<file path="config.mk">
export PLATFORM = sky130hd
export DESIGN_NAME = pkt_ingress
export DESIGN_NICKNAME = d
export VERILOG_FILES = /design/src/logic/ppu_bus_pkg.sv /design/src/logic/ppu_pkt_pkg.sv /design/src/logic/pkt_ingress.sv
export SDC_FILE = /design/constraint.sdc
export NUM_CORES = 1
export LEC_CHECK = 0
export BUFFER_PORTS_ARGS = -buffer_cell sky130_fd_sc_hd__buf_2
export CELL_PAD_IN_SITES_DETAIL_PLACEMENT = 1
export CELL_PAD_IN_SITES_GLOBAL_PLACEMENT = 1
export CORE_MARGIN = 2
export CORE_UTILIZATION = 16
export CTS_CLUSTER_DIAMETER = 80
export DETAILED_ROUTE_END_ITERATION = 12
export GPL_TIMING_DRIVEN = 1
export PLACE_DENSITY_LB_ADDON = 0.1
export SLEW_MARGIN = 10
export SYNTH_ARGS = -nofsm -noshare
export SYNTH_HDL_FRONTEND = slang
export SYNTH_SLANG_ARGS = --single-unit
export TNS_END_PERCENT = 30
</file>
<file path="constraint.sdc">
create_clock -name core_sp_clk -period 1.7 [get_ports core_sp_clk]
set_clock_uncertainty 0.2 [all_clocks]
set_input_delay 0.34 -clock core_sp_clk [delete_from_list [all_inputs] [get_ports core_sp_clk]]
set_output_delay 0.34 -clock core_sp_clk [all_outputs]
set_load 0.005 [all_outputs]
</file>
<file path="src/logic/ppu_bus_pkg.sv">
// service-processor bus definitions shared by the arbiter, the local RAM and the top level
// covers word and address widths, the address region decode and the arbiter states
package ppu_bus_pkg;

	// one data word on the bus and in every memory
	typedef logic [31:0] word_t;

	// processor byte address
	typedef logic [31:0] sp_addr_t;

	// region code, taken from the upper address bits
	typedef logic [2:0] region_t;

	localparam int REGION_MSB = 30;
	localparam int REGION_LSB = 28;

	// address map
	localparam region_t REGION_LOCAL_RAM = 3'd0;
	localparam region_t REGION_PKT_MEM   = 3'd1;
	localparam region_t REGION_PKT_DONE  = 3'd2;
	localparam region_t REGION_PKT_LEN   = 3'd3;

	// 256 words of scratch memory by default
	localparam int LR_ADDR_W_DEF = 8;

	// bus ownership
	typedef enum logic {
		SP_IDLE = 1'b0,
		SP_PROC = 1'b1
	} sp_state_e;

endpackage

</file>
<file path="src/logic/ppu_pkt_pkg.sv">
// packet-side definitions shared by ingress, the packet buffers and egress
// covers the length type, buffer sizing defaults and the buffer and egress states
package ppu_pkt_pkg;

	// packet length in words
	typedef logic [7:0] pkt_len_t;

	// number of packet buffers
	localparam int NUM_BUF_DEF = 4;

	// 64 words per buffer
	localparam int BUF_ADDR_W_DEF = 6;

	// life cycle of one buffer
	typedef enum logic [1:0] {
		BUF_EMPTY    = 2'd0,
		BUF_FILLING  = 2'd1,
		BUF_READY    = 2'd2,
		BUF_DRAINING = 2'd3
	} buf_state_e;

	// output side
	typedef enum logic [1:0] {
		EG_IDLE  = 2'd0,
		EG_OFFER = 2'd1,
		EG_SEND  = 2'd2
	} egress_state_e;

endpackage

</file>
<file path="src/logic/pkt_ingress.sv">
`timescale 1ns/100ps

// input side, claims the lowest empty buffer for each packet
// and steers the incoming words into it until the last one
module pkt_ingress #(
	parameter int NUM_BUF = ppu_pkt_pkg::NUM_BUF_DEF
) (
	input  logic                core_sp_clk,
	input  logic                reset,
	input  ppu_bus_pkg::word_t  in_data,
	input  logic                in_req,
	input  logic                in_wr,
	input  logic                in_last,
	output logic                in_ack,
	input  logic [NUM_BUF-1:0]  buf_empty,
	output logic [NUM_BUF-1:0]  buf_wr,
	output ppu_bus_pkg::word_t  buf_wdata,
	output logic                buf_wlast
);

	logic [NUM_BUF-1:0] sel;
	logic [NUM_BUF-1:0] first_empty;

	// lowest set bit of the empty vector
	assign first_empty = buf_empty & (~buf_empty + NUM_BUF'(1));

	always_ff @(posedge core_sp_clk) begin
		if (reset) begin
			in_ack <= 1'b0;
			sel <= '0;
		end else if (!in_ack) begin
			// no empty buffer means the request just waits
			if (in_req && |buf_empty) begin
				in_ack <= 1'b1;
				sel <= first_empty;
			end
		end else if (in_wr && in_last) begin
			in_ack <= 1'b0;
		end
	end

	// words only go out while the packet is accepted
	assign buf_wr = (in_ack && in_wr) ? sel : '0;
	assign buf_wdata = in_data;
	assign buf_wlast = in_last;

endmodule

</file>
==> impl_metrics.tcl <==
set metrics [dict create \
    cpLargestDelayFamily "flip-flops" \
    drtPass1Iterations 4 \
    power_frac_seq_pct 41.1 \
    grt_pass1_wl_um 1730 \
    pwr-share-comb_pct 15.1 \
    final_area_um2 393 \
    path_max_fanout 8 \
    synth_cells 65 \
    dp.final_hpwl_um 913 \
    synth_top_area_share_pct 50.0 \
    ys_seq_elements 5 \
    io_pins 79 \
    grt_usage_pct 6.67 \
    drive_gt1_share_pct 35.3 \
    syn_nets 106 \
    cts_tree "done" \
    ant_nets 0 \
    yosysWarnings 0 \
    peakVddDrop_uv 235 \
    h-tree-depth 1 \
    seq_area_frac_synth_pct 20.2 \
    clk_latency_ns 0.24 \
    cp-end-kind "primary output" \
    cp.arrival_ns 1.01 \
    final_cell_mix "buf_2 (14), a21oi_1 (5), dfxtp_1 (5), and3_1 (4), nor3_1 (4)" \
    p_total_uw 318 \
    required_ns 1.16 \
    switching_power_uw 83.7 \
    grt_max_degree 9 \
    ys_types 15 \
    cts_hold_buffers 0 \
    cts-resized-gates 0 \
    netSwitchingFraction_pct 26.3 \
    layout_commonest_cell "buf_2" \
    cts.clk_slew.worst_paths_ns 0.05 \
    antenna_found_initial 0 \
    cts_root_buf "clkbuf_4" \
    syn_area_per_cell_um2 7.62 \
    rows 20 \
    coreArea_mm2 0.00300 \
    cpPeakStageDelay_ns 0.46 \
    cp_cell_sequence "and3_1 -> buf_2" \
    via_per_inst 3.88 \
    grt_overflow_total 0 \
    setup_viol 0 \
    setup_tns_ns 0 \
    post-cts-setup-buffers 0 \
    clockPowerShare_pct 43.8 \
    slew_viol_final 0 \
    place_congestion 0.656 \
    die_w_um 59.7 \
    area_growth_pct -20.7 \
    status "complete, no violations" \
    cts.sinks 5 \
    hold_path.class "input pin to register" \
    p_per_area_mw_per_mm2 809 \
    placement.io_buffers 14 \
    crit_buf_inv 1 \
    p_int_uw 234 \
    final_nets 93 \
    cp-start-kind "register" \
    die_h_um 59.7 \
    syn-cell-area_um2 495 \
    drt_iter0_markers 8 \
    wirelength_um 1170 \
    hold_viol_final 0 \
    post_drt_wl_per_cell_um 13.9 \
    vias 326 \
    slowest_stage "dfxtp_1" \
    rsz0062_at_grt "no" \
    post-route-period-util_pct 90.9 \
    antenna_cells 0 \
    synth_area_leaders "buf_4 (50%), dfxtp_1 (20%), a21oi_1 (5.1%)" \
    cts_buffer_depth 2 \
    yosysTopAreaCell "buf_4" \
    crit_type "register to primary output" \
    cap_viol_max_count 0 \
    power_leakage_nw 0.178 \
    die-area_mm2 0.00356 \
    start_util_pct 16.5 \
    placedInstanceArea_um2 367 \
    hold_ws_ns 0.141 \
    drc_errors 0 \
    cts_inserted_buffers 3 \
    tightest_slew_ns 0.390 \
    period_needed_ns 1.55 \
    slew_headroom_pct 73.9 \
    grt_pass1_vias 366 \
    fmax_ghz 0.647 \
]
-- final timing paths --
check	start	to	slack, ns	cells after the start
setup / recovery	in_ack	buf_wr[0]	0.15	2
hold reg to reg	sel[2]	sel[2]	0.27	2
setup reg to reg	in_ack	sel[3]	0.38	3
hold / removal	reset	sel[0]	0.14	2
-- power groups by stage --
stage	clock network [mW]	registers [mW]	logic (mW)
6_report	0.139	0.131	0.0480
3_5_place_dp	0	0.134	0.0487
3_3_place_gp	0	0.134	0.0505
5_1_grt	0.155	0.132	0.0541
4_1_cts	0.148	0.131	0.0488
2_1_floorplan	0	0.130	0.0815
-- layer usage --
layer	vias to the layer above	part of all wire, %	GRT usage (%)
met4	0	0.86	4.44
met3	6	12	2.60
met5	-	0	0
met1	143	41	7.32
met2	17	47	10.6
li1	160	-	-
-- final cells by class --
class                      instances  area [um2]
fill                             381        2610
multi-input combinational         27         148
clock buffer                       4        26.3
sequential                         5         100
timing repair buffer              15        77.6
tap                               33        41.3
-- cells by family after synthesis --
kind of cell	after synthesis	share of synthesized area, %
buf+inv	33	50.0
simple gates	19	21.2
compound gates	8	8.59
flops	5	20.2
-- worst register-to-register path, stage by stage, from the launching register on --
cell     delay (ns)
dfxtp_1        0.37
nor2b_1        0.36
a21oi_1        0.12
nor3_1         0.18
-- cell usage after synthesis (all sizes together) --
cell / number
buf: 33
a21oi: 5
dfxtp: 5
and3: 4
nor3: 4
nor2: 3
nand2: 2
o21ai: 2
a22oi: 1
nand2b: 1
nand3: 1
nand3b: 1
nor2b: 1
nor4b: 1
or4: 1
-- sequential cells by signal (all words and copies together) (netlist names) --
name	count
in_ack	1
sel	4
-- per-stage QoR --
step	instances	utilization [%]	worst slack [ns]
6_report	84	13.1	0.155
5_1_grt	84	13.1	0.0596
4_1_cts	84	13.1	0.102
3_5_place_dp	80	12.2	0.163
3_3_place_gp	80	12.2	0.162
2_1_floorplan	65	-	0.315
Note: power is estimated with default switching activity, not from simulation.
