**config.mk**
```make
export PLATFORM = sky130hd
export DESIGN_NAME = pkt_egress
export DESIGN_NICKNAME = d
export VERILOG_FILES = /design/src/logic/ppu_bus_pkg.sv /design/src/logic/ppu_pkt_pkg.sv /design/src/logic/pkt_egress.sv
export SDC_FILE = /design/constraint.sdc
export NUM_CORES = 1
export LEC_CHECK = 0
export ABC_CLOCK_PERIOD_IN_PS = 9800
export BUFFER_PORTS_ARGS = -buffer_cell sky130_fd_sc_hd__buf_2
export CAP_MARGIN = 20
export CORE_MARGIN = 2
export CORE_UTILIZATION = 49
export CTS_CLUSTER_SIZE = 20
export DETAILED_ROUTE_END_ITERATION = 8
export PLACE_DENSITY = 0.9
export SYNTH_ARGS = -nofsm -noshare
export SYNTH_HDL_FRONTEND = slang
export SYNTH_SLANG_ARGS = --single-unit
```
**constraint.sdc**
```tcl
create_clock -name core_sp_clk -period 9.8 [get_ports core_sp_clk]
set_input_delay 1.96 -clock core_sp_clk [delete_from_list [all_inputs] [get_ports core_sp_clk]]
set_output_delay 1.96 -clock core_sp_clk [all_outputs]
set_load 0.02 [all_outputs]
```
**src/logic/ppu_bus_pkg.sv**
```systemverilog
// service-processor bus definitions shared by the arbiter, the local RAM and the top level
// covers word and address widths, the address region decode and the arbiter states
package ppu_bus_pkg;

	// one data word on the bus and in every memory
	typedef logic [31:0] word_t;

	// processor byte address
	typedef logic [31:0] sp_addr_t;

	// region code, taken from the upper address bits
	typedef logic [2:0] region_t;

	localparam int REGION_MSB = 30;
	localparam int REGION_LSB = 28;

	// address map
	localparam region_t REGION_LOCAL_RAM = 3'd0;
	localparam region_t REGION_PKT_MEM   = 3'd1;
	localparam region_t REGION_PKT_DONE  = 3'd2;
	localparam region_t REGION_PKT_LEN   = 3'd3;

	// 256 words of scratch memory by default
	localparam int LR_ADDR_W_DEF = 8;

	// bus ownership
	typedef enum logic {
		SP_IDLE = 1'b0,
		SP_PROC = 1'b1
	} sp_state_e;

endpackage

```
**src/logic/ppu_pkt_pkg.sv**
```systemverilog
// packet-side definitions shared by ingress, the packet buffers and egress
// covers the length type, buffer sizing defaults and the buffer and egress states
package ppu_pkt_pkg;

	// packet length in words
	typedef logic [7:0] pkt_len_t;

	// number of packet buffers
	localparam int NUM_BUF_DEF = 4;

	// 64 words per buffer
	localparam int BUF_ADDR_W_DEF = 6;

	// life cycle of one buffer
	typedef enum logic [1:0] {
		BUF_EMPTY    = 2'd0,
		BUF_FILLING  = 2'd1,
		BUF_READY    = 2'd2,
		BUF_DRAINING = 2'd3
	} buf_state_e;

	// output side
	typedef enum logic [1:0] {
		EG_IDLE  = 2'd0,
		EG_OFFER = 2'd1,
		EG_SEND  = 2'd2
	} egress_state_e;

endpackage

```
**src/logic/pkt_egress.sv**
```systemverilog
`timescale 1ns/100ps

// streams each finished buffer to the output port in turn
// honours sink back-pressure and releases the buffer after its last word
module pkt_egress #(
	parameter int NUM_BUF    = ppu_pkt_pkg::NUM_BUF_DEF,
	parameter int BUF_ADDR_W = ppu_pkt_pkg::BUF_ADDR_W_DEF
) (
	input  logic                   core_sp_clk,
	input  logic                   reset,
	input  logic [NUM_BUF-1:0]     buf_draining,
	input  ppu_pkt_pkg::pkt_len_t  buf_len [NUM_BUF],
	input  ppu_bus_pkg::word_t     eg_rdata [NUM_BUF],
	output logic [BUF_ADDR_W-1:0]  eg_addr,
	output logic [NUM_BUF-1:0]     eg_release,
	output ppu_bus_pkg::word_t     out_data,
	output logic                   out_req,
	output logic                   out_wr,
	output logic                   out_bop,
	output logic                   out_eop,
	input  logic                   out_ack,
	input  logic                   out_rdy
);

	localparam int SEL_W = (NUM_BUF > 1) ? $clog2(NUM_BUF) : 1;

	ppu_pkt_pkg::egress_state_e  state;
	logic [SEL_W-1:0]            cur;
	logic [SEL_W-1:0]            cur_plus_1;
	ppu_pkt_pkg::pkt_len_t       len;
	ppu_pkt_pkg::pkt_len_t       rd_ptr;
	ppu_pkt_pkg::pkt_len_t       sent_cnt;
	logic                        rd_pend;
	logic                        hold_valid;
	logic                        hold_valid_next;
	ppu_bus_pkg::word_t          hold_data;
	logic                        issue;

	assign len = buf_len[cur];
	assign cur_plus_1 = (cur == SEL_W'(NUM_BUF - 1)) ? '0 : cur + 1'b1;
	assign eg_addr = rd_ptr[BUF_ADDR_W-1:0];

	assign out_req = (state == ppu_pkt_pkg::EG_OFFER);
	// held word goes out before the word just read from memory
	assign out_data = hold_valid ? hold_data : eg_rdata[cur];
	assign out_wr = (state == ppu_pkt_pkg::EG_SEND) && (hold_valid || rd_pend) && out_rdy;
	assign out_bop = out_wr && (sent_cnt == '0);
	assign out_eop = out_wr && (sent_cnt == len - 1'b1);
	assign eg_release = out_eop ? (NUM_BUF'(1) << cur) : '0;

	// a read in flight always finds the holding register empty
	always_comb begin
		if (hold_valid) begin
			hold_valid_next = !out_rdy;
		end else begin
			hold_valid_next = rd_pend && !out_rdy;
		end
	end

	// a new read only when its word is sure to find room next cycle
	assign issue = (state == ppu_pkt_pkg::EG_SEND) && (rd_ptr < len) && !hold_valid_next;

	always_ff @(posedge core_sp_clk) begin
		if (reset) begin
			state <= ppu_pkt_pkg::EG_IDLE;
			cur <= '0;
			rd_ptr <= '0;
			sent_cnt <= '0;
			rd_pend <= 1'b0;
			hold_valid <= 1'b0;
		end else begin
			rd_pend <= issue;
			hold_valid <= hold_valid_next;
			if (issue) begin
				rd_ptr <= rd_ptr + 1'b1;
			end
			if (out_wr) begin
				sent_cnt <= sent_cnt + 1'b1;
			end
			case (state)
				ppu_pkt_pkg::EG_IDLE: begin
					if (buf_draining[cur]) begin
						state <= ppu_pkt_pkg::EG_OFFER;
					end else begin
						cur <= cur_plus_1;
					end
				end
				ppu_pkt_pkg::EG_OFFER: begin
					if (out_ack) begin
						state <= ppu_pkt_pkg::EG_SEND;
						rd_ptr <= '0;
						sent_cnt <= '0;
					end
				end
				ppu_pkt_pkg::EG_SEND: begin
					if (out_eop) begin
						state <= ppu_pkt_pkg::EG_IDLE;
						cur <= cur_plus_1;
					end
				end
				default: state <= ppu_pkt_pkg::EG_IDLE;
			endcase
		end
	end

	// capture the memory word when the sink cannot take it now
	always_ff @(posedge core_sp_clk) begin
		if (rd_pend && !out_rdy) begin
			hold_data <= eg_rdata[cur];
		end
	end

endmodule

```
==> qor.yml <==
outcome: "complete, no violations"
ys_ff_latch: 54
seq_area_frac_synth: 0.358
synthDominantCellAreaShare: 0.246
ios: 214
clkPwrFrac: 0.119
n_antenna_cell: 0
final_cells: 610
vias: 3405
grt_remaining_overflow: 0
cts_tree: "built"
grt_use_total: 0.251
final-hold-violation-count: 0
fin_util: 0.657
synth_area_leaders: "edfxtp_1, mux4_2, dfxtp_1"
grt_antenna_before_repair: 0
final_area_um2: 5080
cp_max_fo: 7
finalMaxSlewViolations: 0
routabilityCongestion: 0.894
crit_end: "eg_release[0]"
drt_iter0_drc: 167
cts_resized: 0
synth_area_um2: 3910
hold_path_class: "flip-flop to flip-flop"
relSlewSlack: 0.277
worst-endpoint-required_ns: 7.84
netSwitchingFraction: 0.410
grt_pass1_wl_um: 16800
p_int_uw: 622
p_sw_uw: 433
seqPwrFrac: 0.295
core-area_um2: 7730
cts_root_buffer: "clkbuf_8"
die-width_um: 93.4
die_area_um2: 8720
period_share: 0.646
combPwrFrac: 0.586
dpl_worst_slack_ns: 3.49
postRouteAntennaNets: 0
placed_cells: 602
multiInputGateArea_um2: 2320
chipHeight_um: 93.4
nets: 690
r2r_cells: 11
core.rowCount: 32
syn_inst: 312
async_flop_share: 0
wl_um: 11200
cts_sinks: 54
syn_avg_cell_area_um2: 12.5
area_growth_pct: 29.8
p_per_area_nw_per_um2: 208
yosysTopAreaCell: "edfxtp_1"
dpl.hpwl_um: 9050
grt_max_degree: 46
clockBufferDepth: 2
rsz0062_at_grt: "false"
drv_cap: 0
skew_ns: 0.0103
cts_max_level: 2
worstSetupStartpointType: "primary input"
cts_buffers: 5
num-fill-cells: 615
grt_pass1_vias: 3499
end_kind: "output pin"
yosys_warnings: 0
post_dp_cell_area_um2: 4990
via_per_inst: 5.58
yosysMostFrequentCell: "mux4_2"
drive_gt1_frac: 0.604
synthesis.nets: 495
critPathArrivalTime_ns: 4.37
drc: 0
seq_area_um2: 1400
p_leak_uw: 0.00215
rr_startpoint: "cur[0]"
criticalPathCategory: "primary input to output pin"
postCtsHoldBufs: 0
clkTransAtPathRegs_ns: 0.10
worstMarginPinSlew_ns: 1.09
fin_crit_ns: 6.33
fin_setup_tns_ns: 0
dr.pass1.iters: 5
reg2reg_setup_slack_ns: 6.06
post_cts_buffers: 0
netlist-cell-type-count: 46
port_buffers: 213
r2r-end: "cur[0]"
wl_per_cell_um: 18.4
clock.fmax_mhz: 158
max-vdd-ir-drop_uv: 108
netlist_top_cells_count: "mux4_2, edfxtp_1, mux2_2"
initial_core_util: 0.506
setup_ws_ns: 3.47
synth-main-ff-cell: "edfxtp_1"
timing.critical_path.from: "buf_len[1]"
clk_latency_ns: 0.31
synth_edf_count: 32
finalSetupViolCount: 0
cells in the final DEF (no fill, tap or decap), drive strengths merged:
cell,count
buf,215
mux4,41
mux2,33
edfxtp,32
nor2,25
dfxtp,22
inv,16
ha,15
xnor2,14
nor3,12
xor2,9
nand2,6
nand4,6
and2,6
mux2i,5
nand3,5
clkbuf,5
o21ai,5
nand2b,4
a21oi,4
nor2b,4
and3,3
nor3b,3
o31ai,2
and4,2
nor4b,2
nor4,2
a211oi,2
o2111ai,1
or3,1
o31a,1
a21boi,1
o211ai,1
or2,1
clkinv,1
clkinvlp,1
metal layers:
metal,share of wire,global-route usage
met1,0.36,0.283
met4,0.024,0.0858
met3,0.080,0.0508
met2,0.53,0.468
met5,0,0
registers in the layout (all words and copies together) (netlist names):
register and count:
hold_data 32, rd_ptr 8, sent_cnt 8, cur 2, state 2, hold_valid 1, rd_pend 1
power by group through the flow:
stage                     combinational [µW]  clock, µW  sequential, µW
after floorplan                          487          0             280
after global placement                   596          0             314
after detailed placement                 618          0             317
after CTS                                622        129             312
after global routing                     664        138             317
final                                    618        126             311
critical path, stage by stage:
cell	delay, ns
buf_2	0.10
mux4_2	0.55
inv_1	0.11
ha_1	0.29
xor2_1	0.17
and2_1	0.14
o21ai_1	0.07
o31ai_1	0.07
nand4_1	0.18
nor3_2	0.38
and2_1	0.19
buf_2	0.16
metrics by stage:
stage	total power, µW	hold WS (ns)
after detailed placement	934	0.480
after floorplan	766	0.442
final	1060	0.489
after global routing	1120	0.522
after global placement	909	0.453
after CTS	1060	0.493
worst min path at each step:
stage	start	endpoint	slack [ns]	cells past startpoint
3_5_place_dp	state[1]	state[0]	0.48	1
5_1_grt	state[1]	state[0]	0.52	1
4_1_cts	state[1]	state[0]	0.49	1
3_3_place_gp	state[1]	state[0]	0.45	1
6_report	state[1]	state[0]	0.49	1
2_1_floorplan	state[1]	state[0]	0.44	1
cell families (layout without fill, tap and decap cells):
group | after synthesis | count (layout) | share of synthesized area
AND/OR/NAND/NOR | 82 | 82 | 0.116
flip-flops | 54 | 54 | 0.358
adder cells (fa/ha/maj) | 15 | 15 | 0.0480
multiplexers | 79 | 79 | 0.345
XOR/XNOR | 23 | 23 | 0.0534
buffers and inverters | 42 | 238 | 0.0505
AO/OA/AOI/OAI | 17 | 17 | 0.0288
final cells by class:
| cell class | count | share of cell area |
|---|---|---|
| Multi-Input combinational cell | 216 | 0.457 |
| Sequential cell | 54 | 0.276 |
| Timing Repair Buffer | 215 | 0.213 |
| Tap cell | 102 | 0.0251 |
| Clock buffer | 5 | 0.0136 |
| Inverter | 15 | 0.0111 |
| Clock inverter | 3 | 0.00394 |
Note: power is estimated with default switching activity, not from simulation.
