`src/logic/ppu_bus_pkg.sv`:
```
// service-processor bus definitions shared by the arbiter, the local RAM and the top level
// covers word and address widths, the address region decode and the arbiter states
package ppu_bus_pkg;

	// one data word on the bus and in every memory
	typedef logic [31:0] word_t;

	// processor byte address
	typedef logic [31:0] sp_addr_t;

	// region code, taken from the upper address bits
	typedef logic [2:0] region_t;

	localparam int REGION_MSB = 30;
	localparam int REGION_LSB = 28;

	// address map
	localparam region_t REGION_LOCAL_RAM = 3'd0;
	localparam region_t REGION_PKT_MEM   = 3'd1;
	localparam region_t REGION_PKT_DONE  = 3'd2;
	localparam region_t REGION_PKT_LEN   = 3'd3;

	// 256 words of scratch memory by default
	localparam int LR_ADDR_W_DEF = 8;

	// bus ownership
	typedef enum logic {
		SP_IDLE = 1'b0,
		SP_PROC = 1'b1
	} sp_state_e;

endpackage

```
`src/logic/ppu_pkt_pkg.sv`:
```
// packet-side definitions shared by ingress, the packet buffers and egress
// covers the length type, buffer sizing defaults and the buffer and egress states
package ppu_pkt_pkg;

	// packet length in words
	typedef logic [7:0] pkt_len_t;

	// number of packet buffers
	localparam int NUM_BUF_DEF = 4;

	// 64 words per buffer
	localparam int BUF_ADDR_W_DEF = 6;

	// life cycle of one buffer
	typedef enum logic [1:0] {
		BUF_EMPTY    = 2'd0,
		BUF_FILLING  = 2'd1,
		BUF_READY    = 2'd2,
		BUF_DRAINING = 2'd3
	} buf_state_e;

	// output side
	typedef enum logic [1:0] {
		EG_IDLE  = 2'd0,
		EG_OFFER = 2'd1,
		EG_SEND  = 2'd2
	} egress_state_e;

endpackage

```
`src/logic/sp_bus_arbiter.sv`:
```
`timescale 1ns/100ps

// hands the processor bus to one ready buffer at a time, round robin
// and decodes each bus strobe into packet memory, length, done or local RAM access
module sp_bus_arbiter #(
	parameter int NUM_BUF    = ppu_pkt_pkg::NUM_BUF_DEF,
	parameter int BUF_ADDR_W = ppu_pkt_pkg::BUF_ADDR_W_DEF,
	parameter int LR_ADDR_W  = ppu_bus_pkg::LR_ADDR_W_DEF
) (
	input  logic                   core_sp_clk,
	input  logic                   reset,
	input  ppu_bus_pkg::sp_addr_t  sp_addr,
	input  ppu_bus_pkg::word_t     sp_wdata,
	input  logic                   sp_we,
	input  logic                   sp_stb,
	output ppu_bus_pkg::word_t     sp_rdata,
	output logic                   sp_grant,
	input  logic [NUM_BUF-1:0]     buf_ready,
	input  ppu_bus_pkg::word_t     pm_rdata [NUM_BUF],
	output logic [BUF_ADDR_W-1:0]  pm_addr,
	output logic [NUM_BUF-1:0]     pm_we,
	output ppu_bus_pkg::word_t     pm_wdata,
	output logic [NUM_BUF-1:0]     pm_len_wr,
	output ppu_pkt_pkg::pkt_len_t  pm_len,
	output logic [NUM_BUF-1:0]     pm_done,
	output logic [LR_ADDR_W-1:0]   lr_addr,
	output logic                   lr_we,
	output ppu_bus_pkg::word_t     lr_wdata,
	input  ppu_bus_pkg::word_t     lr_rdata
);

	localparam int SEL_W = (NUM_BUF > 1) ? $clog2(NUM_BUF) : 1;

	ppu_bus_pkg::sp_state_e  state;
	logic [SEL_W-1:0]        curr_buf;
	logic [SEL_W-1:0]        curr_buf_plus_1;
	logic [NUM_BUF-1:0]      curr_onehot;
	ppu_bus_pkg::region_t    region;
	logic                    acc_lr;
	logic                    acc_pm;
	logic                    acc_len;
	logic                    acc_done;
	logic                    rd_lr;
	logic                    rd_pm;

	assign region = sp_addr[ppu_bus_pkg::REGION_MSB:ppu_bus_pkg::REGION_LSB];
	assign curr_buf_plus_1 = (curr_buf == SEL_W'(NUM_BUF - 1)) ? '0 : curr_buf + 1'b1;
	assign curr_onehot = NUM_BUF'(1) << curr_buf;
	assign sp_grant = (state == ppu_bus_pkg::SP_PROC);

	// local RAM is always reachable, buffer regions need the grant
	assign acc_lr = sp_stb && (region == ppu_bus_pkg::REGION_LOCAL_RAM);
	assign acc_pm = sp_stb && sp_grant && (region == ppu_bus_pkg::REGION_PKT_MEM);
	assign acc_len = sp_stb && sp_grant && sp_we && (region == ppu_bus_pkg::REGION_PKT_LEN);
	assign acc_done = sp_stb && sp_grant && (region == ppu_bus_pkg::REGION_PKT_DONE);

	// byte address to word address
	assign pm_addr = sp_addr[BUF_ADDR_W+1:2];
	assign pm_wdata = sp_wdata;
	assign pm_len = sp_wdata[$bits(ppu_pkt_pkg::pkt_len_t)-1:0];
	assign pm_we = (acc_pm && sp_we) ? curr_onehot : '0;
	assign pm_len_wr = acc_len ? curr_onehot : '0;
	assign pm_done = acc_done ? curr_onehot : '0;

	assign lr_addr = sp_addr[LR_ADDR_W+1:2];
	assign lr_we = acc_lr && sp_we;
	assign lr_wdata = sp_wdata;

	// one buffer looked at per idle cycle
	always_ff @(posedge core_sp_clk) begin
		if (reset) begin
			state <= ppu_bus_pkg::SP_IDLE;
			curr_buf <= '0;
		end else begin
			case (state)
				ppu_bus_pkg::SP_IDLE: begin
					if (buf_ready[curr_buf]) begin
						state <= ppu_bus_pkg::SP_PROC;
					end else begin
						curr_buf <= curr_buf_plus_1;
					end
				end
				ppu_bus_pkg::SP_PROC: begin
					if (acc_done) begin
						state <= ppu_bus_pkg::SP_IDLE;
						curr_buf <= curr_buf_plus_1;
					end
				end
				default: state <= ppu_bus_pkg::SP_IDLE;
			endcase
		end
	end

	// remember which region a read went to
	always_ff @(posedge core_sp_clk) begin
		if (reset) begin
			rd_lr <= 1'b0;
			rd_pm <= 1'b0;
		end else begin
			rd_lr <= acc_lr && !sp_we;
			rd_pm <= acc_pm && !sp_we;
		end
	end

	// lines up with the registered memory outputs
	always_comb begin
		if (rd_lr) begin
			sp_rdata = lr_rdata;
		end else if (rd_pm) begin
			sp_rdata = pm_rdata[curr_buf];
		end else begin
			sp_rdata = '0;
		end
	end

endmodule

```
`config.mk`:
```
export PLATFORM = sky130hd
export DESIGN_NAME = sp_bus_arbiter
export DESIGN_NICKNAME = d
export VERILOG_FILES = /design/src/logic/ppu_bus_pkg.sv /design/src/logic/ppu_pkt_pkg.sv /design/src/logic/sp_bus_arbiter.sv
export SDC_FILE = /design/constraint.sdc
export NUM_CORES = 1
export LEC_CHECK = 0
export BUFFER_PORTS_ARGS = -buffer_cell sky130_fd_sc_hd__buf_2
export CELL_PAD_IN_SITES_DETAIL_PLACEMENT = 1
export CELL_PAD_IN_SITES_GLOBAL_PLACEMENT = 2
export CORE_AREA = 2 2 141 143
export CTS_CLUSTER_DIAMETER = 30
export CTS_CLUSTER_SIZE = 12
export DETAILED_ROUTE_END_ITERATION = 10
export DIE_AREA = 0 0 143 145
export GPL_ROUTABILITY_DRIVEN = 1
export PLACE_DENSITY_LB_ADDON = 0.1
export SYNTH_ARGS = -nofsm -noshare
export SYNTH_HDL_FRONTEND = slang
export SYNTH_SLANG_ARGS = --single-unit
```
`constraint.sdc`:
```
create_clock -name core_sp_clk -period 2.2 [get_ports core_sp_clk]
set_input_delay 0.22 -clock core_sp_clk [delete_from_list [all_inputs] [get_ports core_sp_clk]]
set_output_delay 0.22 -clock core_sp_clk [all_outputs]
set_load 0.05 [all_outputs]
```
==> metrics.yaml, run 1 <==
outcome:
  status: "finished, final reports clean"
sta:
  min_period_over_period_pct: 93.2
  period_minus_slack_ns: 2.05
  fin_tns_setup_ns: 0
  clock_skew_ns: 0.00332
  slew_violations: 0
  tightestPinTransition_ns: 0.323
  max_clock_freq_mhz: 488
  hold_viol: 0
  setup_viol: 0
  grt_setup_unrepaired: "false"
  relSlewSlack_pct: 78.4
logic_synthesis:
  yosysWarnings: 0
  synth_cell_types: 27
  synth_area_um2: 2120
  syn_avg_cell_area_um2: 9.93
  synth.net_count: 450
  synth_seq_cells: 5
  ys_seq_area_share_pct: 4.71
  netlist_instances: 214
setup_path:
  critPathSlowestCell: "mux4_2"
  critPathMaxFanout: 28
  cp_slowest_stage_delay_ns: 0.58
  critical_path_class: "reg2out"
  reg2reg_to: "curr_buf[0]$_SDFFE_PP0P_"
  required_ns: 1.98
  rr_worst_depth: 5
  cp.buffers_inverters: 2
  worstSetupEndpointType: "output pin"
  cp_cell_sequence: "buf_12 -> mux4_2 -> a22o_1 -> buf_2"
  path_delay_family: "multiplexers"
  r2r-start: "curr_buf[0]$_SDFFE_PP0P_"
  worstPathArrival_ns: 1.83
  ff2ff_setup_slack_ns: 0.36
  crit_path_start_kind: "register"
detailed_routing:
  wl_per_cell_um: 16.4
  first_pass_iters: 4
  vias: 2152
  drc: 0
  wl_um: 9940
  viasPerCell: 3.56
  drtIter0Drc: 25
  antenna_left: 0
worst_hold_path:
  worstHoldPathType: "in2reg"
  whs_path_depth: 2
  min_to: "sp_grant$_SDFF_PP0_"
  hp-start: "reset"
clock_network:
  clock-root-buffer: "clkbuf_16"
  ctsHoldBuffers: 0
  cts_tree: "done"
  htree_levels: 1
  clock_path_buffers: 2
  numCtsBuffers: 3
  path_clk_slew_ns: 0.03
  clock_sink_count: 5
  cts_setup_buffers: 0
  insertion_delay_ns: 0.22
  cts_resized: 0
power_and_ir_drop:
  vdd_drop_max_mv: 0.245
  power.leakage_nw: 1.46
  p_per_area_nw_per_um2: 539
final_layout:
  drive_gt1_share_pct: 78.8
  seq_area_um2: 104
  design_area_um2: 3010
  nets: 577
  n_fill_cell: 2333
  multi_input_area_um2: 1310
  syn_to_final_growth_pct: 41.5
  n_antenna_cell: 0
global_routing:
  overflow: 0
  antenna_found_initial: 0
  first_global_vias: 2446
  grtUsageTotal_pct: 8.98
  grt_pass1_wl_um: 14200
  grt_max_degree: 29
floorplanning:
  dieArea_um2: 20700
  initial_core_util_pct: 11.1
  num_rows: 51
  core_um2: 19200
  die_height_um: 145
  die_w_um: 143
  io_pins: 364
place:
  dpl_cell_area_um2: 2930
  place.gp.congestion: 0.674
  hpwl_um: 8300
  portBuffers: 216
job:
  maxCapViolCount: 0
cells in the final DEF (no fill, tap or decap), types with 2 or more instances in the layout:
| cell type | instances |
|---|---|
| dfxtp_2 | 3 |
| buf_2 | 216 |
| clkbuf_16 | 3 |
| ha_1 | 4 |
| buf_12 | 3 |
| a22o_1 | 32 |
| buf_4 | 5 |
| nor2_1 | 7 |
| nand2b_1 | 2 |
| mux4_2 | 32 |
| dfxtp_1 | 2 |
| and2_1 | 12 |
| mux2_4 | 2 |
| inv_1 | 2 |
cells in the mapped netlist:
cell | count | area [um^2]
o311a_2 | 1 | 11.3
nor2_1 | 7 | 26.3
dfxtp_1 | 5 | 100
or3b_2 | 1 | 8.76
mux4_2 | 32 | 721
or4_1 | 1 | 7.51
mux2_2 | 1 | 11.3
nand3_1 | 1 | 5.00
nor2b_1 | 2 | 12.5
buf_2 | 4 | 20.0
nand4b_1 | 1 | 8.76
ha_1 | 4 | 50.1
nand4_1 | 1 | 6.26
a22o_1 | 32 | 280
inv_1 | 2 | 7.51
nand3b_1 | 1 | 7.51
nand2b_1 | 2 | 12.5
buf_4 | 86 | 646
and2_1 | 12 | 75.1
buf_6 | 1 | 11.3
or3_1 | 1 | 6.26
nor3_1 | 1 | 5.00
and4_1 | 1 | 8.76
clkbuf_1 | 10 | 37.5
buf_1 | 1 | 3.75
o21ai_0 | 1 | 5.00
mux2_4 | 2 | 30.0
sequential cells by signal (all words and copies together), names as in the netlist:
register  count
rd_pm         1
rd_lr         1
curr_buf      2
sp_grant      1
metrics by stage:
step	utilization, %	std cells	hold slack [ns]	worst slack [ns]	power (mW)
after CTS	15.7	605	0.250	0.108	1.67
after detailed placement	15.2	601	0.440	0.338	1.36
after floorplan	-	214	0.292	0.280	1.35
final	15.7	605	0.236	0.149	1.62
after global routing	15.7	605	0.256	0.0611	1.76
after global placement	15.2	601	0.440	0.343	1.36
per-layer routing:
| metal | routed length, um | track usage, % |
|---|---|---|
| met5 | 0 | 0 |
| met4 | 235 | 2.77 |
| met3 | 966 | 1.98 |
| met2 | 5250 | 17.3 |
| met1 | 3490 | 9.47 |
worst max-delay path by stage:
stage | startpoint | end | slack (ns) | depth (start not counted)
after floorplan | curr_buf[0]$_SDFFE_PP0P_ | sp_rdata[0] | 0.28 | 4
final | curr_buf[0]$_SDFFE_PP0P_ | sp_rdata[11] | 0.15 | 4
after global routing | curr_buf[0]$_SDFFE_PP0P_ | sp_rdata[11] | 0.06 | 4
after CTS | curr_buf[0]$_SDFFE_PP0P_ | sp_rdata[11] | 0.11 | 4
after detailed placement | curr_buf[0]$_SDFFE_PP0P_ | curr_buf[0]$_SDFFE_PP0P_ | 0.34 | 5
after global placement | curr_buf[0]$_SDFFE_PP0P_ | curr_buf[0]$_SDFFE_PP0P_ | 0.34 | 5
area by class of cell:
cell class                      count  share of cell area, %
Tap cell                          265                   11.0
Inverter                            2                  0.250
Timing Repair Buffer              224                   39.2
Clock buffer                        4                   2.62
Multi-Input combinational cell    105                   43.4
Sequential cell                     5                   3.45
where the power goes:
part | switching (mW) | total (mW) | internal [mW]
Sequential | 0.0391 | 0.155 | 0.116
Combinational | 0.514 | 1.17 | 0.654
Clock | 0.0565 | 0.296 | 0.240
cell families after synthesis:
family / count (synthesis) / share of synthesized area, %
flip-flops: 5 / 4.71
AO/OA/AOI/OAI: 34 / 14.0
AND/OR/NAND/NOR: 32 / 8.95
adder cells (fa/ha/maj): 4 / 2.36
buffers and inverters: 104 / 34.2
multiplexers: 35 / 35.9
Power figures use the tool's default switching activity.
==> run 2, diff against run 1 <==
- CTS_BUF_LIST: unset -> sky130_fd_sc_hd__clkbuf_4 sky130_fd_sc_hd__clkbuf_8
==> run 2 against run 1 <==
Power decreased by 7.0%. Clock skew decreased by 0.0018 ns. Wire length about the same. Register-to-register slack about the same. Hold slack improved by 0.0033 ns. Highest routed layer unchanged. Critical path depth unchanged.
==> metrics.yaml, run 2 (synthesized netlist as in run 1, its figures left out) <==
sta:
  setup_viol: 0  # unchanged
  period_minus_slack_ns: 2.05  # +0.00189 ns
  slew_violations: 0  # unchanged
  min_period_over_period_pct: 93.3  # about the same
  max_clock_freq_mhz: 487  # about the same
  clock_skew_ns: 0.00150  # -0.00182 ns
  relSlewSlack_pct: 78.4  # unchanged
  grt_setup_unrepaired: "false"
  tightestPinTransition_ns: 0.323  # unchanged
  setup_ws_ns: 0.147  # -0.00189 ns
  hold_viol: 0  # unchanged
  fin_tns_setup_ns: 0  # unchanged
power_and_ir_drop:
  pwr-share-seq_pct: 10.2  # +0.6 points
  p_per_area_nw_per_um2: 506  # -6.1%
  p_sw_share_pct: 39.8  # +2.1 points
  internal_power_mw: 0.907  # -10%
  power.leakage_nw: 1.45  # -0.82%
  vdd_drop_max_mv: 0.233  # -5.0%
  p_comb_share_pct: 77.6  # +5.5 points
  clkPwrFrac_pct: 12.2  # -6.1 points
  power_mw: 1.51  # -7.0%
  p_sw_mw: 0.599  # -1.7%
detailed_routing:
  vias: 2152  # unchanged
  top_layer: "met4"
  antenna_left: 0  # unchanged
  first_pass_iters: 4  # unchanged
  wl_um: 9950  # about the same
  drc: 0  # unchanged
  dr_wl_met2_um: 5240  # -0.27%
  wl_per_cell_um: 16.4  # about the same
  wl_met1_um: 3480  # -0.11%
  drtIter0Drc: 28  # +12%
  dr_wl_met3_um: 965  # -0.10%
  viasPerCell: 3.56  # unchanged
floorplanning:
  die_height_um: 145  # unchanged
  die_w_um: 143  # unchanged
  num_rows: 51  # unchanged
  dieArea_um2: 20700  # unchanged
  io_pins: 364  # unchanged
  initial_core_util_pct: 11.1  # unchanged
  core_um2: 19200  # unchanged
clock_network:
  clock_path_buffers: 2  # unchanged
  ctsHoldBuffers: 0  # unchanged
  cts_setup_buffers: 0  # unchanged
  cts_tree: "done"
  htree_levels: 1  # unchanged
  path_clk_slew_ns: 0.04  # about the same
  numCtsBuffers: 3  # unchanged
  insertion_delay_ns: 0.22  # about the same
  cts_resized: 0  # unchanged
  clock_sink_count: 5  # unchanged
  clock-root-buffer: "clkbuf_8"
place:
  portBuffers: 216  # unchanged
  hpwl_um: 8300  # unchanged
  place.gp.congestion: 0.674  # unchanged
  pre_cts_slack_ns: 0.338  # unchanged
setup_path:
  cp_slowest_stage_delay_ns: 0.58  # about the same
  rr_worst_depth: 5  # unchanged
  worstPathArrival_ns: 1.83  # about the same
  reg2reg_to: "curr_buf[0]$_SDFFE_PP0P_"
  required_ns: 1.98  # about the same
  critPathSlowestCell: "mux4_2"
  crit_path_start_kind: "register"
  crit_end: "sp_rdata[11]"
  ff2ff_setup_slack_ns: 0.36  # about the same
  worstSetupEndpointType: "output pin"
  cp_cell_sequence: "buf_12 -> mux4_2 -> a22o_1 -> buf_2"
  critPathMaxFanout: 28  # unchanged
  critical_path_class: "reg2out"
  r2r-start: "curr_buf[0]$_SDFFE_PP0P_"
  cp-startpoint: "curr_buf[0]$_SDFFE_PP0P_"
job:
  maxCapViolCount: 0  # unchanged
global_routing:
  grt_max_degree: 29  # unchanged
  grt_pass1_wl_um: 14200  # -0.20%
  antenna_found_initial: 0  # unchanged
  grtUsageTotal_pct: 9.00  # +0.021 points
  overflow: 0  # unchanged
  first_global_vias: 2443  # -0.12%
final_layout:
  regMostFlops: "curr_buf"
  drive_gt1_share_pct: 79.1  # +0.29 points
  syn_to_final_growth_pct: 40.1
  mostFrequentLayoutCells: "216 x buf_2, 32 x mux4_2, 32 x a22o_1, 12 x and2_1, 7 x nor2_1"
  final_common_cell: "buf_2"
  n_antenna_cell: 0  # unchanged
  nets: 577  # unchanged
  largest_reg_flops: 2  # unchanged
outcome:
  status: "finished, final reports clean"
worst_hold_path:
  worstHoldPathType: "in2reg"
  whs_path_depth: 2  # unchanged
## run 2: cell counts in the layout (fill, tap and decap cells not counted)
No cell type changed its count.
## run 2: through the flow
stage | area [um^2] | std cells | hold WS [ns] | util, %
3_3_place_gp | 2930 | 601 | 0.440 | 15.2
4_1_cts | 2980 | 605 | 0.251 | 15.5
2_1_floorplan | 2120 | 214 | 0.292 | -
5_1_grt | 2980 | 605 | 0.256 | 15.5
6_report | 2980 | 605 | 0.239 | 15.5
3_5_place_dp | 2930 | 601 | 0.440 | 15.2
## run 2: worst min path at each step
stage	endpoint	start
after floorplan	sp_grant$_SDFF_PP0_	reset
after global placement	lr_addr[6]	sp_addr[8]
after detailed placement	lr_addr[6]	sp_addr[8]
after CTS	sp_grant$_SDFF_PP0_	reset
after global routing	sp_grant$_SDFF_PP0_	reset
final	sp_grant$_SDFF_PP0_	reset
## run 2: layout make-up
cell class / instances / area [um^2]
Fill cell: 2336 / 16200
Multi-Input combinational cell: 105 / 1310
Timing Repair Buffer: 224 / 1180
Tap cell: 265 / 332
Sequential cell: 5 / 104
Clock buffer: 4 / 48.8
Inverter: 2 / 7.51
## run 2: per-layer routing
layer	up-vias	GRT usage, %
met2	142	17.3
met3	35	1.98
met5	-	0
met4	0	3.07
met1	1003	9.45
li1	972	-
## run 2: critical path, delay by kind of cell (launching register included)
kind | cells | cell delay (ns)
AO/OA/AOI/OAI | 1 | 0.21
buffers and inverters | 2 | 0.46
flip-flops | 1 | 0.34
multiplexers | 1 | 0.58
## run 2: power by group through the flow
stage | clock network (mW) | logic, mW | registers (mW)
2_1_floorplan | 0 | 1.20 | 0.151
3_3_place_gp | 0 | 1.21 | 0.156
3_5_place_dp | 0 | 1.21 | 0.155
4_1_cts | 0.188 | 1.21 | 0.155
5_1_grt | 0.198 | 1.29 | 0.159
6_report | 0.183 | 1.17 | 0.154
